<file path="config.mk">
export PLATFORM = sky130hd
export DESIGN_NAME = bj_top
export DESIGN_NICKNAME = d
export VERILOG_FILES = /design/src/verilog/bj_pkg.sv /design/src/verilog/bj_button_front.sv /design/src/verilog/bj_card_source.sv /design/src/verilog/bj_outcome.sv /design/src/verilog/bj_play_ctrl.sv /design/src/verilog/bj_top.sv
export SDC_FILE = /design/constraint.sdc
export NUM_CORES = 1
export LEC_CHECK = 0
export ABC_AREA = 1
export BUFFER_PORTS_ARGS = -buffer_cell sky130_fd_sc_hd__buf_2
export CAP_MARGIN = 20
export CORE_MARGIN = 4
export CORE_UTILIZATION = 27
export CTS_BUF_LIST = sky130_fd_sc_hd__clkbuf_16
export DETAILED_ROUTE_END_ITERATION = 12
export PLACE_DENSITY = 0.56
export SETUP_SLACK_MARGIN = 0.2
export SYNTH_ARGS = -nofsm -noshare
export SYNTH_HDL_FRONTEND = slang
export SYNTH_HIERARCHICAL = 1
export SYNTH_SLANG_ARGS = --single-unit
</file>
<file path="constraint.sdc">
create_clock -name clk -period 1.7 [get_ports clk]
set_clock_uncertainty 0.1 [all_clocks]
set_input_delay 0.255 -clock clk [delete_from_list [all_inputs] [get_ports clk]]
set_output_delay 0.255 -clock clk [all_outputs]
set_load 0.005 [all_outputs]
</file>
<file path="src/verilog/bj_pkg.sv">
// ##########################################################
// Blackjack engine shared constants, enums and structs
// ##########################################################
package bj_pkg;

    // Data widths
    localparam int CARD_W  = 4;
    localparam int SUM_W   = 6;
    localparam int SEED_W  = 16;
    localparam int TALLY_W = 8;

    // Game limits
    localparam logic [SUM_W-1:0]  BLACKJACK   = 6'd21;
    localparam logic [SUM_W-1:0]  HOUSE_STAND = 6'd17;
    // Face cards and ranks above ten all count as ten
    localparam logic [CARD_W-1:0] CARD_MAX    = 4'd10;

    // Game phase, follows the deal rounds into play
    typedef enum logic [1:0] {
        DEAL_ROUND_1 = 2'b00,
        DEAL_ROUND_2 = 2'b01,
        PLAYING      = 2'b10,
        PLAY_DONE    = 2'b11
    } bj_phase_e;

    // Result of one hand
    typedef enum logic [1:0] {
        NONE       = 2'b00,
        PLAYER_WIN = 2'b01,
        HOUSE_WIN  = 2'b10,
        DRAW       = 2'b11
    } bj_outcome_e;

    // One-cycle button release pulses
    typedef struct packed {
        logic begin_game;
        logic hit;
        logic stand;
    } bj_cmd_t;

    // Card returned by the card source, value valid with ack
    typedef struct packed {
        logic              ack;
        logic [CARD_W-1:0] value;
    } bj_card_t;

    // Dealt card as reported at the top level
    typedef struct packed {
        logic              valid;
        logic              to_house;
        logic [CARD_W-1:0] value;
    } bj_card_event_t;

    // Finished hand handed to the judge
    typedef struct packed {
        logic             done;
        logic             player_bust;
        logic [SUM_W-1:0] player_sum;
        logic [SUM_W-1:0] house_sum;
    } bj_hand_t;

    // Judged result with the final sums
    typedef struct packed {
        logic             valid;
        bj_outcome_e      outcome;
        logic [SUM_W-1:0] player_sum;
        logic [SUM_W-1:0] house_sum;
    } bj_result_t;

endpackage

</file>
<file path="src/verilog/bj_button_front.sv">
// ##########################################################
// Button front end, one pulse per button release
// ##########################################################
`timescale 1ns/1ns

module bj_button_front (
    input  logic            clk,
    input  logic            rst,
    input  logic            begin_n,
    input  logic            hit_n,
    input  logic            stand_n,
    output bj_pkg::bj_cmd_t cmd
);

    // Bit order matches the cmd struct, begin on top
    logic [2:0] pin_n;
    logic [2:0] sync1_n;
    logic [2:0] sync2_n;
    logic [2:0] prev_n;
    logic [2:0] release_det;
    logic [2:0] pulse_q;

    assign pin_n = {begin_n, hit_n, stand_n};

    // Release is a low to high step of the synchronized level
    assign release_det = sync2_n & ~prev_n;

    // Idle buttons read high, so everything resets to released
    always_ff @(posedge clk or negedge rst) begin
        if (!rst) begin
            sync1_n <= 3'b111;
            sync2_n <= 3'b111;
            prev_n  <= 3'b111;
        end else begin
            // Two flops against metastability
            sync1_n <= pin_n;
            sync2_n <= sync1_n;
            // Previous level for the edge detect
            prev_n  <= sync2_n;
        end
    end

    // Registered pulse, three cycles after the pin rises
    always_ff @(posedge clk or negedge rst) begin
        if (!rst) begin
            pulse_q <= 3'b000;
        end else begin
            pulse_q <= release_det;
        end
    end

    assign cmd = '{begin_game: pulse_q[2], hit: pulse_q[1], stand: pulse_q[0]};

endmodule

</file>
<file path="src/verilog/bj_card_source.sv">
// ##########################################################
// Card source, seeded LFSR giving one card value per request
// ##########################################################
`timescale 1ns/1ns

module bj_card_source (
    input  logic                      clk,
    input  logic                      rst,
    input  logic                      shuffle,
    input  logic                      card_req,
    input  logic [bj_pkg::SEED_W-1:0] seed,
    output bj_pkg::bj_card_t          card
);
    import bj_pkg::*;

    logic [SEED_W-1:0] lfsr;
    logic              feedback;
    logic [SEED_W-1:0] seed_safe;
    logic [CARD_W-1:0] rank;
    logic [CARD_W-1:0] folded;
    logic              take;
    logic              ack_q;
    logic [CARD_W-1:0] value_q;

    // Taps 16, 14, 13 and 11
    assign feedback = lfsr[15] ^ lfsr[13] ^ lfsr[12] ^ lfsr[10];

    // All-zero state would lock the register
    assign seed_safe = (seed == '0) ? SEED_W'(1) : seed;

    // New request seen while no ack is out
    assign take = card_req && !ack_q;

    // Rank from the low bits, folded into 1 to 10
    assign rank = lfsr[CARD_W-1:0];

    always_comb begin
        if (rank == '0) begin
            folded = CARD_W'(1);
        end else if (rank > CARD_MAX) begin
            // Ranks 11 to 15 all count as ten
            folded = CARD_MAX;
        end else begin
            folded = rank;
        end
    end

    // LFSR and ack pulse
    always_ff @(posedge clk or negedge rst) begin
        if (!rst) begin
            lfsr  <= SEED_W'(1);
            ack_q <= 1'b0;
        end else begin
            ack_q <= take;
            if (shuffle) begin
                lfsr <= seed_safe;
            end else if (take) begin
                // Advance on the same edge that raises ack
                lfsr <= {lfsr[SEED_W-2:0], feedback};
            end
        end
    end

    // Card value captured with the ack
    always_ff @(posedge clk) begin
        if (take) begin
            value_q <= folded;
        end
    end

    assign card = '{ack: ack_q, value: value_q};

endmodule

</file>
<file path="src/verilog/bj_outcome.sv">
// ##########################################################
// Outcome judge with win, loss and draw tally
// ##########################################################
`timescale 1ns/1ns

module bj_outcome (
    input  logic                       clk,
    input  logic                       rst,
    input  bj_pkg::bj_hand_t           hand,
    output bj_pkg::bj_result_t         result,
    output logic [bj_pkg::TALLY_W-1:0] player_wins,
    output logic [bj_pkg::TALLY_W-1:0] house_wins,
    output logic [bj_pkg::TALLY_W-1:0] draws
);
    import bj_pkg::*;

    bj_outcome_e verdict;

    // Player bust first, then house bust, then the higher sum
    always_comb begin
        if (hand.player_bust) begin
            verdict = HOUSE_WIN;
        end else if (hand.house_sum > BLACKJACK) begin
            verdict = PLAYER_WIN;
        end else if (hand.player_sum > hand.house_sum) begin
            verdict = PLAYER_WIN;
        end else if (hand.player_sum < hand.house_sum) begin
            verdict = HOUSE_WIN;
        end else begin
            verdict = DRAW;
        end
    end

    // Result flag, outcome, final sums and the saturating tallies
    always_ff @(posedge clk or negedge rst) begin
        if (!rst) begin
            result.valid      <= 1'b0;
            result.outcome    <= NONE;
            result.player_sum <= '0;
            result.house_sum  <= '0;
            player_wins       <= '0;
            house_wins        <= '0;
            draws             <= '0;
        end else begin
            result.valid <= hand.done;
            if (hand.done) begin
                result.outcome    <= verdict;
                // Final sums travel with the result
                result.player_sum <= hand.player_sum;
                result.house_sum  <= hand.house_sum;
                case (verdict)
                    PLAYER_WIN: begin
                        if (player_wins != '1) begin
                            player_wins <= player_wins + 1'b1;
                        end
                    end
                    HOUSE_WIN: begin
                        if (house_wins != '1) begin
                            house_wins <= house_wins + 1'b1;
                        end
                    end
                    DRAW: begin
                        if (draws != '1) begin
                            draws <= draws + 1'b1;
                        end
                    end
                    default: begin
                    end
                endcase
            end
        end
    end

endmodule

</file>
<file path="src/verilog/bj_play_ctrl.sv">
// ##########################################################
// Play controller, deals the hand and runs both turns
// Keeps the two sums and hands over each finished hand
// ##########################################################
`timescale 1ns/1ns

module bj_play_ctrl (
    input  logic                   clk,
    input  logic                   rst,
    input  bj_pkg::bj_cmd_t        cmd,
    input  bj_pkg::bj_card_t       card,
    output logic                   card_req,
    output logic                   shuffle,
    output bj_pkg::bj_card_event_t card_event,
    output bj_pkg::bj_phase_e      phase,
    output bj_pkg::bj_hand_t       hand
);
    import bj_pkg::*;

    // Controller states, phase tells which part of the game they serve
    typedef enum logic [2:0] {
        S_IDLE    = 3'd0,
        S_SHUFFLE = 3'd1,
        S_DRAW    = 3'd2,
        S_SCORE   = 3'd3,
        S_PLAYER  = 3'd4,
        S_HOUSE   = 3'd5
    } ctrl_state_e;

    ctrl_state_e      state;
    // Who receives the card being drawn
    logic             to_house;
    logic [SUM_W-1:0] player_sum;
    logic [SUM_W-1:0] house_sum;
    logic             done_q;
    logic             bust_q;
    logic [SUM_W-1:0] card_ext;

    assign card_ext = SUM_W'(card.value);

    always_ff @(posedge clk or negedge rst) begin
        if (!rst) begin
            state      <= S_IDLE;
            phase      <= DEAL_ROUND_1;
            to_house   <= 1'b0;
            player_sum <= '0;
            house_sum  <= '0;
            card_req   <= 1'b0;
            shuffle    <= 1'b0;
            card_event <= '0;
            done_q     <= 1'b0;
            bust_q     <= 1'b0;
        end else begin
            // Pulses last one cycle
            shuffle          <= 1'b0;
            card_event.valid <= 1'b0;
            done_q           <= 1'b0;

            case (state)
                S_IDLE: begin
                    // New game on begin release
                    if (cmd.begin_game) begin
                        shuffle    <= 1'b1;
                        phase      <= DEAL_ROUND_1;
                        player_sum <= '0;
                        house_sum  <= '0;
                        bust_q     <= 1'b0;
                        state      <= S_SHUFFLE;
                    end
                end

                S_SHUFFLE: begin
                    // Seed loads this cycle, first deal goes to the player
                    to_house <= 1'b0;
                    card_req <= 1'b1;
                    state    <= S_DRAW;
                end

                S_DRAW: begin
                    // Request held until the card source answers
                    if (card.ack) begin
                        card_req            <= 1'b0;
                        card_event.valid    <= 1'b1;
                        card_event.to_house <= to_house;
                        card_event.value    <= card.value;
                        if (to_house) begin
                            house_sum <= house_sum + card_ext;
                        end else begin
                            player_sum <= player_sum + card_ext;
                        end
                        state <= S_SCORE;
                    end
                end

                S_SCORE: begin
                    // Sums now include the card just drawn
                    case (phase)
                        DEAL_ROUND_1: begin
                            if (!to_house) begin
                                to_house <= 1'b1;
                            end else begin
                                to_house <= 1'b0;
                                phase    <= DEAL_ROUND_2;
                            end
                            card_req <= 1'b1;
                            state    <= S_DRAW;
                        end
                        DEAL_ROUND_2: begin
                            if (!to_house) begin
                                // Second house card closes the deal
                                to_house <= 1'b1;
                                card_req <= 1'b1;
                                state    <= S_DRAW;
                            end else begin
                                phase <= PLAYING;
                                state <= S_PLAYER;
                            end
                        end
                        PLAYING: begin
                            if (player_sum > BLACKJACK) begin
                                // Player bust ends the hand at once
                                phase  <= PLAY_DONE;
                                bust_q <= 1'b1;
                                done_q <= 1'b1;
                                state  <= S_IDLE;
                            end else if (player_sum == BLACKJACK) begin
                                phase <= PLAY_DONE;
                                state <= S_HOUSE;
                            end else begin
                                state <= S_PLAYER;
                            end
                        end
                        default: begin
                            // House card during its own turn
                            state <= S_HOUSE;
                        end
                    endcase
                end

                S_PLAYER: begin
                    // Hit wins over a stand in the same cycle
                    if (cmd.hit) begin
                        to_house <= 1'b0;
                        card_req <= 1'b1;
                        state    <= S_DRAW;
                    end else if (cmd.stand) begin
                        phase <= PLAY_DONE;
                        state <= S_HOUSE;
                    end
                end

                S_HOUSE: begin
                    // House draws below its stand limit
                    if (house_sum < HOUSE_STAND) begin
                        to_house <= 1'b1;
                        card_req <= 1'b1;
                        state    <= S_DRAW;
                    end else begin
                        done_q <= 1'b1;
                        state  <= S_IDLE;
                    end
                end

                default: begin
                    state <= S_IDLE;
                end
            endcase
        end
    end

    // Sums stay stable while done pulses
    assign hand = '{
        done:        done_q,
        player_bust: bust_q,
        player_sum:  player_sum,
        house_sum:   house_sum
    };

endmodule

</file>
<file path="src/verilog/bj_top.sv">
// ##########################################################
// Blackjack engine top level
// Buttons, card source, play controller and outcome judge
// ##########################################################
`timescale 1ns/1ns

module bj_top (
    input  logic                       clk,
    input  logic                       rst,
    input  logic                       begin_n,
    input  logic                       hit_n,
    input  logic                       stand_n,
    input  logic [bj_pkg::SEED_W-1:0]  seed,
    output bj_pkg::bj_card_event_t     card_event,
    output bj_pkg::bj_phase_e          phase,
    output bj_pkg::bj_result_t         result,
    output logic [bj_pkg::TALLY_W-1:0] player_wins,
    output logic [bj_pkg::TALLY_W-1:0] house_wins,
    output logic [bj_pkg::TALLY_W-1:0] draws
);
    import bj_pkg::*;

    // Release pulses from the front end
    bj_cmd_t  cmd;
    // Card handshake
    bj_card_t card;
    logic     card_req;
    logic     shuffle;
    // Finished hand to the judge
    bj_hand_t hand;

    bj_button_front u_button_front (
        .clk     (clk),
        .rst     (rst),
        .begin_n (begin_n),
        .hit_n   (hit_n),
        .stand_n (stand_n),
        .cmd     (cmd)
    );

    bj_card_source u_card_source (
        .clk      (clk),
        .rst      (rst),
        .shuffle  (shuffle),
        .card_req (card_req),
        .seed     (seed),
        .card     (card)
    );

    bj_play_ctrl u_play_ctrl (
        .clk        (clk),
        .rst        (rst),
        .cmd        (cmd),
        .card       (card),
        .card_req   (card_req),
        .shuffle    (shuffle),
        .card_event (card_event),
        .phase      (phase),
        .hand       (hand)
    );

    bj_outcome u_outcome (
        .clk         (clk),
        .rst         (rst),
        .hand        (hand),
        .result      (result),
        .player_wins (player_wins),
        .house_wins  (house_wins),
        .draws       (draws)
    );

endmodule
</file>
==> results_dict.tcl, run 1 <==
set metrics [dict create \
    critPathRequiredTime_ns 1.89 \
    synth_nets 722 \
    grt_remaining_overflow 0 \
    ys_seq_area_share_pct 45.13 \
    tightest_slew_ns 0.4125 \
    end_kind "flip-flop" \
    final_common_cell "nand2_1" \
    ys_warn_count 6 \
    clock.fmax_mhz 562.7 \
    power_frac_comb_pct 56.9 \
    dr.pass1.iters 5 \
    crit_chain "ha_4 > a21oi_1 > nand4_1 > nand2_4 > buf_4 > nand3b_1 > nand2_1" \
    drt_iter0_markers 153 \
    pwr-share-clk_pct 16.5 \
    place_congestion 0.8305 \
    relSlewSlack_pct 72.40 \
    period_minus_slack_ns 1.777 \
    rows 52 \
    die_x_um 152.2 \
    p_sw_share_pct 43.50 \
    p_total_mw 12.97 \
    hp-class "in -> reg" \
    port_buffers 67 \
    die_area_um2 23170 \
    slowest_stage "dfrtp_1" \
    grt_pass1_vias 4585 \
    cp_top_family "simple AND/OR/NAND/NOR gates" \
    die_y_um 152.2 \
    start_util_pct 27.58 \
    clk_latency_ns 0.36 \
    netlist_area_um2 5617 \
    num_vias 4745 \
    dp_cells 1040 \
    finalNonFillerCells 1087 \
    dp_hpwl_mm 9.700 \
    worst_slack_ns -0.07705 \
    avgViaCountPerCell 4.365 \
    setup_viol 25 \
    cts_tree "done" \
    antennaDiodeCount 0 \
    power_density_nw_per_um2 1711 \
    total_leakage_power_nw 3.790 \
    wl_per_cell_um 12.74 \
    finalNetCount 858 \
    clk_pin_slew_ns 0.07 \
    crit_arrival_ns 1.97 \
    seq_power_share_pct 26.6 \
    cp-start-kind "flip-flop" \
    clockRootBuffer "clkbuf_16" \
    remaining_drc_errors 0 \
    grt_setup_unrepaired "true" \
    internal-power_mw 7.328 \
    cp_max_fo 6 \
    syn2layout_area_growth_pct 34.97 \
    grtUsageTotal_pct 11.83 \
    finalMaxSlewViolations 0 \
    max_cap_violations 0 \
    ir_drop_mv 0.7364 \
    hold_slack_ns 0.05662 \
    layout_common_cells "206 x nand2_1, 81 x dfrtp_1, 66 x buf_2" \
    ios 68 \
    synth.distinct_cells 43 \
    clock_path_buffers 2 \
    cts_sinks 100 \
    final_core_util_pct 37.23 \
    crit_type "reg -> reg" \
    wirelength_mm 13.84 \
    ant_nets 0 \
    core_um2 20360 \
    grt_pass1_wl_mm 22.76 \
    hold_viol 0 \
    path_buf_inv 1 \
    postSynthAreaPerCell_um2 8.309 \
    violations "negative setup slack" \
    fin_tns_setup_ns -1.273 \
    cts_buffers 9 \
    synth_cells 676 \
    p_switching_mw 5.641 \
    ys_ff_latch 100 \
    fin_crit_sh_pct 104.5 \
    status "finished, violations left" \
    htree_levels 3 \
    cp_slowest_stage_delay_ns 0.42 \
    grt_max_degree 54 \
    antenna_found_initial 0 \
    drive_gt1_share_pct 36.35 \
]
[state kept, by name, summed over array words and instances, names as in the netlist]
register / flops
u_button_front/cmd: 3
u_button_front/prev_n: 3
u_button_front/sync1_n: 3
u_button_front/sync2_n: 3
u_card_source/ack_q: 1
u_card_source/lfsr: 16
u_card_source/value_q: 4
u_outcome/draws: 8
u_outcome/house_wins: 8
u_outcome/player_wins: 8
u_outcome/result: 15
u_play_ctrl/bust_q: 1
u_play_ctrl/card_event: 6
u_play_ctrl/card_req: 1
u_play_ctrl/done_q: 1
u_play_ctrl/house_sum: 6
u_play_ctrl/phase: 2
u_play_ctrl/player_sum: 6
u_play_ctrl/shuffle: 1
u_play_ctrl/state: 3
u_play_ctrl/to_house: 1
[power groups by stage]
stage                     clock network, mW  logic [mW]  registers, mW
after floorplan                           0        3.95           3.44
after global placement                    0        5.43           3.47
after detailed placement                  0        5.48           3.48
after CTS                              2.23        6.59           3.43
after global routing                   2.32        8.12           3.53
final                                  2.14        7.37           3.45
[synthesized netlist by cell type]
master    number  area [um2]
nand2_1      227       852.1
dfrtp_1       86        2152
inv_1         65       244.0
nor2_1        43       161.4
nand3_1       40       200.2
ha_1          23       287.8
o21ai_0       21       105.1
nand4_1       15       93.84
xor2_1        15       131.4
a21oi_1       13       65.06
a31oi_1       10       62.56
dfstp_2       10       262.8
o21ai_1        9       45.04
o21bai_1       8       60.06
buf_4          7       52.55
inv_2          7       26.28
nor2_2         7       43.79
nand2_2        6       37.54
nor2_4         6       67.56
xnor2_1        6       52.55
buf_6          5       56.30
nand3_2        5       50.05
edfxtp_1       4       120.1
nand3b_1       4       30.03
nor3_1         4       20.02
o211ai_1       4       30.03
buf_2          3       15.01
clkbuf_1       3       11.26
nand2_4        3       33.78
nand3_4        3       52.55
fa_1           2       40.04
a21oi_4        1       16.27
a31oi_2        1       12.51
clkinv_1       1       3.750
inv_6          1       8.760
nand4_4        1       21.27
nor2_8         1       20.02
nor3_4         1       16.27
nor3b_4        1       18.77
o21a_1         1       7.510
o21ai_4        1       16.27
o22ai_1        1       6.260
or2_2          1       6.260
[worst min-delay path, delay by kind of cell]
| family | cells | cell delay, ns |
|---|---|---|
| buffers and inverters | 1 | 0.10 |
| and+or+nand+nor | 1 | 0.05 |
| AOI/OAI and AO/OA | 1 | 0.07 |
[per-stage QoR]
stage / setup WS [ns] / instance area, um2
after floorplan: 0.01165 / 5663
after CTS: -0.09533 / 7288
after detailed placement: -0.08979 / 6591
final: -0.07705 / 7581
after global placement: -0.06492 / 6591
after global routing: -0.1667 / 7581
[per-layer routing]
metal / up-vias / wire length (um) / GRT usage, %
met1: 2219 / 6777 / 15.82
li1: 2448 / - / -
met5: - / 0 / 0
met3: 13 / 529 / 3.096
met4: 0 / 167 / 3.125
met2: 65 / 6369 / 19.07
[cell families (layout without fill, tap and decap cells)]
kind of cell / Yosys count / in the layout / share of synthesized area, %
AOI/OAI and AO/OA: 70 / 70 / 7.597
and+or+nand+nor: 368 / 370 / 30.72
adders and majority gates: 25 / 25 / 5.837
DFF: 100 / 100 / 45.13
buffers and inverters: 92 / 231 / 7.440
xor gates and xnor gates: 21 / 21 / 3.275
[path summary, 6_finish.rpt]
kind	startpoint	end	slack [ns]	cells past startpoint
max in group asynchronous	rst	u_play_ctrl/phase[0]	0.63	3
min in group asynchronous	rst	u_outcome/player_wins[4]	0.23	2
max	u_play_ctrl/player_sum[5]	u_outcome/house_wins[0]	-0.08	7
min	seed[8]	u_card_source/lfsr[8]	0.06	3
max reg2reg	u_play_ctrl/player_sum[5]	u_outcome/house_wins[0]	-0.08	7
min reg2reg	u_button_front/sync1_n[1]	u_button_front/sync2_n[1]	0.26	0
[area by class of cell]
class	instances	area (um2)
Clock buffer	9	225.2
Clock inverter	7	83.83
Fill cell	2056	12780
Inverter	74	285.3
Multi-Input combinational cell	486	3104
Sequential cell	100	2541
Tap cell	270	337.8
Timing Repair Buffer	141	1003
[timing repair]
action | CTS | global route
hold buffers | 4 | 0
pin swaps | 26 | 34
endpoints found under the setup margin | 46 | 44
buffers inserted | 12 | 13
endpoints found under the hold margin | 22 | 0
cloned | 2 | 0
resized for setup | 48 | 53
Note: power is estimated with default switching activity, not from simulation.
==> run 2, diff against run 1 <==
BUFFER_PORTS_ARGS = -buffer_cell sky130_fd_sc_hd__buf_4   (was -buffer_cell sky130_fd_sc_hd__buf_2)
TNS_END_PERCENT = 10   (was unset)
==> run 2 against run 1 <==
Against the previous run:
- the flow still finishes with violations (negative setup slack)
- die area did not move
- wire length fell by 2.6%
- sequential cell count unchanged
- utilization is 0.77 points lower
- critical endpoint unchanged
- largest power group unchanged
- highest routed layer unchanged
==> results_dict.tcl, run 2 (same netlist as run 1, synthesis figures left out) <==
set metrics [dict create \
    dp_hpwl_mm 9.854 \
    hp-class "in -> reg" \
    core_um2 20360 \
    grt_pass1_wl_mm 23.01 \
    critPathRequiredTime_ns 1.88 \
    clockRootBuffer "clkbuf_16" \
    rr_worst_depth 7 \
    relSlewSlack_pct 71.20 \
    status "finished, violations left" \
    regMostFlops "u_card_source/lfsr" \
    ff_latch_area_um2 2541 \
    ant_nets 0 \
    clk_latency_ns 0.35 \
    violations "negative setup slack" \
    fin_area_um2 7425 \
    drt_iter0_markers 204 \
    clk_pin_slew_ns 0.07 \
    dpl_cell_area_um2 6736 \
    max_cap_violations 0 \
    rows 52 \
    avgViaCountPerCell 4.338 \
    clock.fmax_mhz 549.7 \
    remaining_drc_errors 0 \
    multi_input_area_um2 2988 \
    grt_max_degree 34 \
    antennaDiodeCount 0 \
    largest_reg_flops 16 \
    die_x_um 152.2 \
    finalMaxSlewViolations 0 \
    grtUsageTotal_pct 11.84 \
    syn2layout_area_growth_pct 32.19 \
    die_y_um 152.2 \
    crit_arrival_ns 2.00 \
    end_kind "flip-flop" \
    start_util_pct 27.58 \
    worst_slack_ns -0.1190 \
    endpoint "u_outcome/house_wins[0]" \
    finalNetCount 841 \
    clock_path_buffers 2 \
    cts_tree "done" \
    fillers 2097 \
    htree_levels 3 \
    period_minus_slack_ns 1.819 \
    p_total_mw 12.05 \
    layout_common_cells "211 x nand2_1, 113 x buf_4, 81 x dfrtp_1" \
    cp-startpoint "u_play_ctrl/player_sum[5]" \
    antenna_found_initial 0 \
    power_density_nw_per_um2 1623 \
    grt_setup_unrepaired "true" \
    largest_registers "u_card_source/lfsr x16, u_outcome/result x15" \
    ios 68 \
    place_congestion 0.8171 \
    port_buffers 67 \
    ir_drop_mv 0.8067 \
    tightest_slew_ns 0.4304 \
    r2r-end "u_outcome/house_wins[0]" \
    grt_pass1_vias 4681 \
    cts_buffers 9 \
    cts_sinks 100 \
    hold_viol 0 \
    crit_type "reg -> reg" \
    drive_gt1_share_pct 31.25 \
    wirelength_mm 13.49 \
    cp-start-kind "flip-flop" \
    hold_path_depth 3 \
    fin_tns_setup_ns -1.833 \
    place_ws_ns -0.1029 \
    setup_viol 24 \
    regToRegStartpoint "u_play_ctrl/player_sum[5]" \
    die_area_um2 23170 \
    fin_crit_sh_pct 107.0 \
    total_leakage_power_nw 3.684 \
    final_common_cell "nand2_1" \
    grt_remaining_overflow 0 \
    wl_per_cell_um 12.60 \
    cp_max_fo 6 \
    dr.pass1.iters 4 \
    num_vias 4642 \
    rrSetupSlack_ns -0.12 \
]
run 2: cell count changes in the layout (fill, tap and decap cells not counted), moves of 5 or more:
cell,change
nand2_2,-5
buf_4,+57
nand3_2,-12
inv_2,-5
buf_2,-66
nand3_1,+10
nand2_1,+5
run 2: through the flow:
step | util [%] | cells | hold WS, ns
final | 36.46 | 1070 | 0.06248
after global routing | 36.46 | 1070 | 0.06057
after global placement | 33.08 | 1042 | 0.07433
after CTS | 35.32 | 1066 | 0.05189
after floorplan | - | 676 | -0.1406
after detailed placement | 33.08 | 1042 | 0.07164
run 2: area by class of cell:
cell class	count	share of cell area, %
repair buffers	125	13.41
clock inverters	7	0.5898
flip-flops and latches	100	34.23
inverters	74	3.943
clock buffers	9	3.033
well taps	270	4.550
multi-input cells	485	40.24
run 2: worst min path at each step:
stage	slack, ns	end	start
finish	0.06	u_card_source/lfsr[12]	seed[12]
global route	0.06	u_card_source/lfsr[5]	seed[5]
CTS	0.05	u_card_source/lfsr[5]	seed[5]
detailed placement	0.07	u_outcome/player_wins[4]	rst
global placement	0.07	u_outcome/player_wins[4]	rst
floorplan	-0.14	u_button_front/cmd[0]	rst
run 2: where the power goes:
group          switching [mW]  internal, mW
registers               0.575          2.99
clock network           0.908         0.990
logic                    3.78          2.80
total                    5.27          6.78
run 2: what timing repair did:
item,CTS,global route
gates resized for setup,28,50
cloned,1,0
setup buffers,3,4
endpoints found under the hold margin,21,0
hold buffers,4,0
endpoints found under the setup margin,51,52
pin swaps,17,23
run 2: critical path, stage by stage (launching register included):
cell and delay, ns:
dfrtp_1 0.42, ha_4 0.27, a21oi_1 0.29, nand4_1 0.20
nand2_4 0.17, buf_4 0.17, nand3b_1 0.08, nand2_1 0.07
run 2: layer usage:
metal | track usage, % | routed length [um] | up-vias | share of wire, %
met5 | 0 | 0 | - | 0
li1 | - | - | 2407 | -
met4 | 2.526 | 171 | 0 | 1.3
met1 | 16.02 | 6551 | 2146 | 49
met3 | 2.925 | 540 | 13 | 4.0
met2 | 19.31 | 6224 | 76 | 46
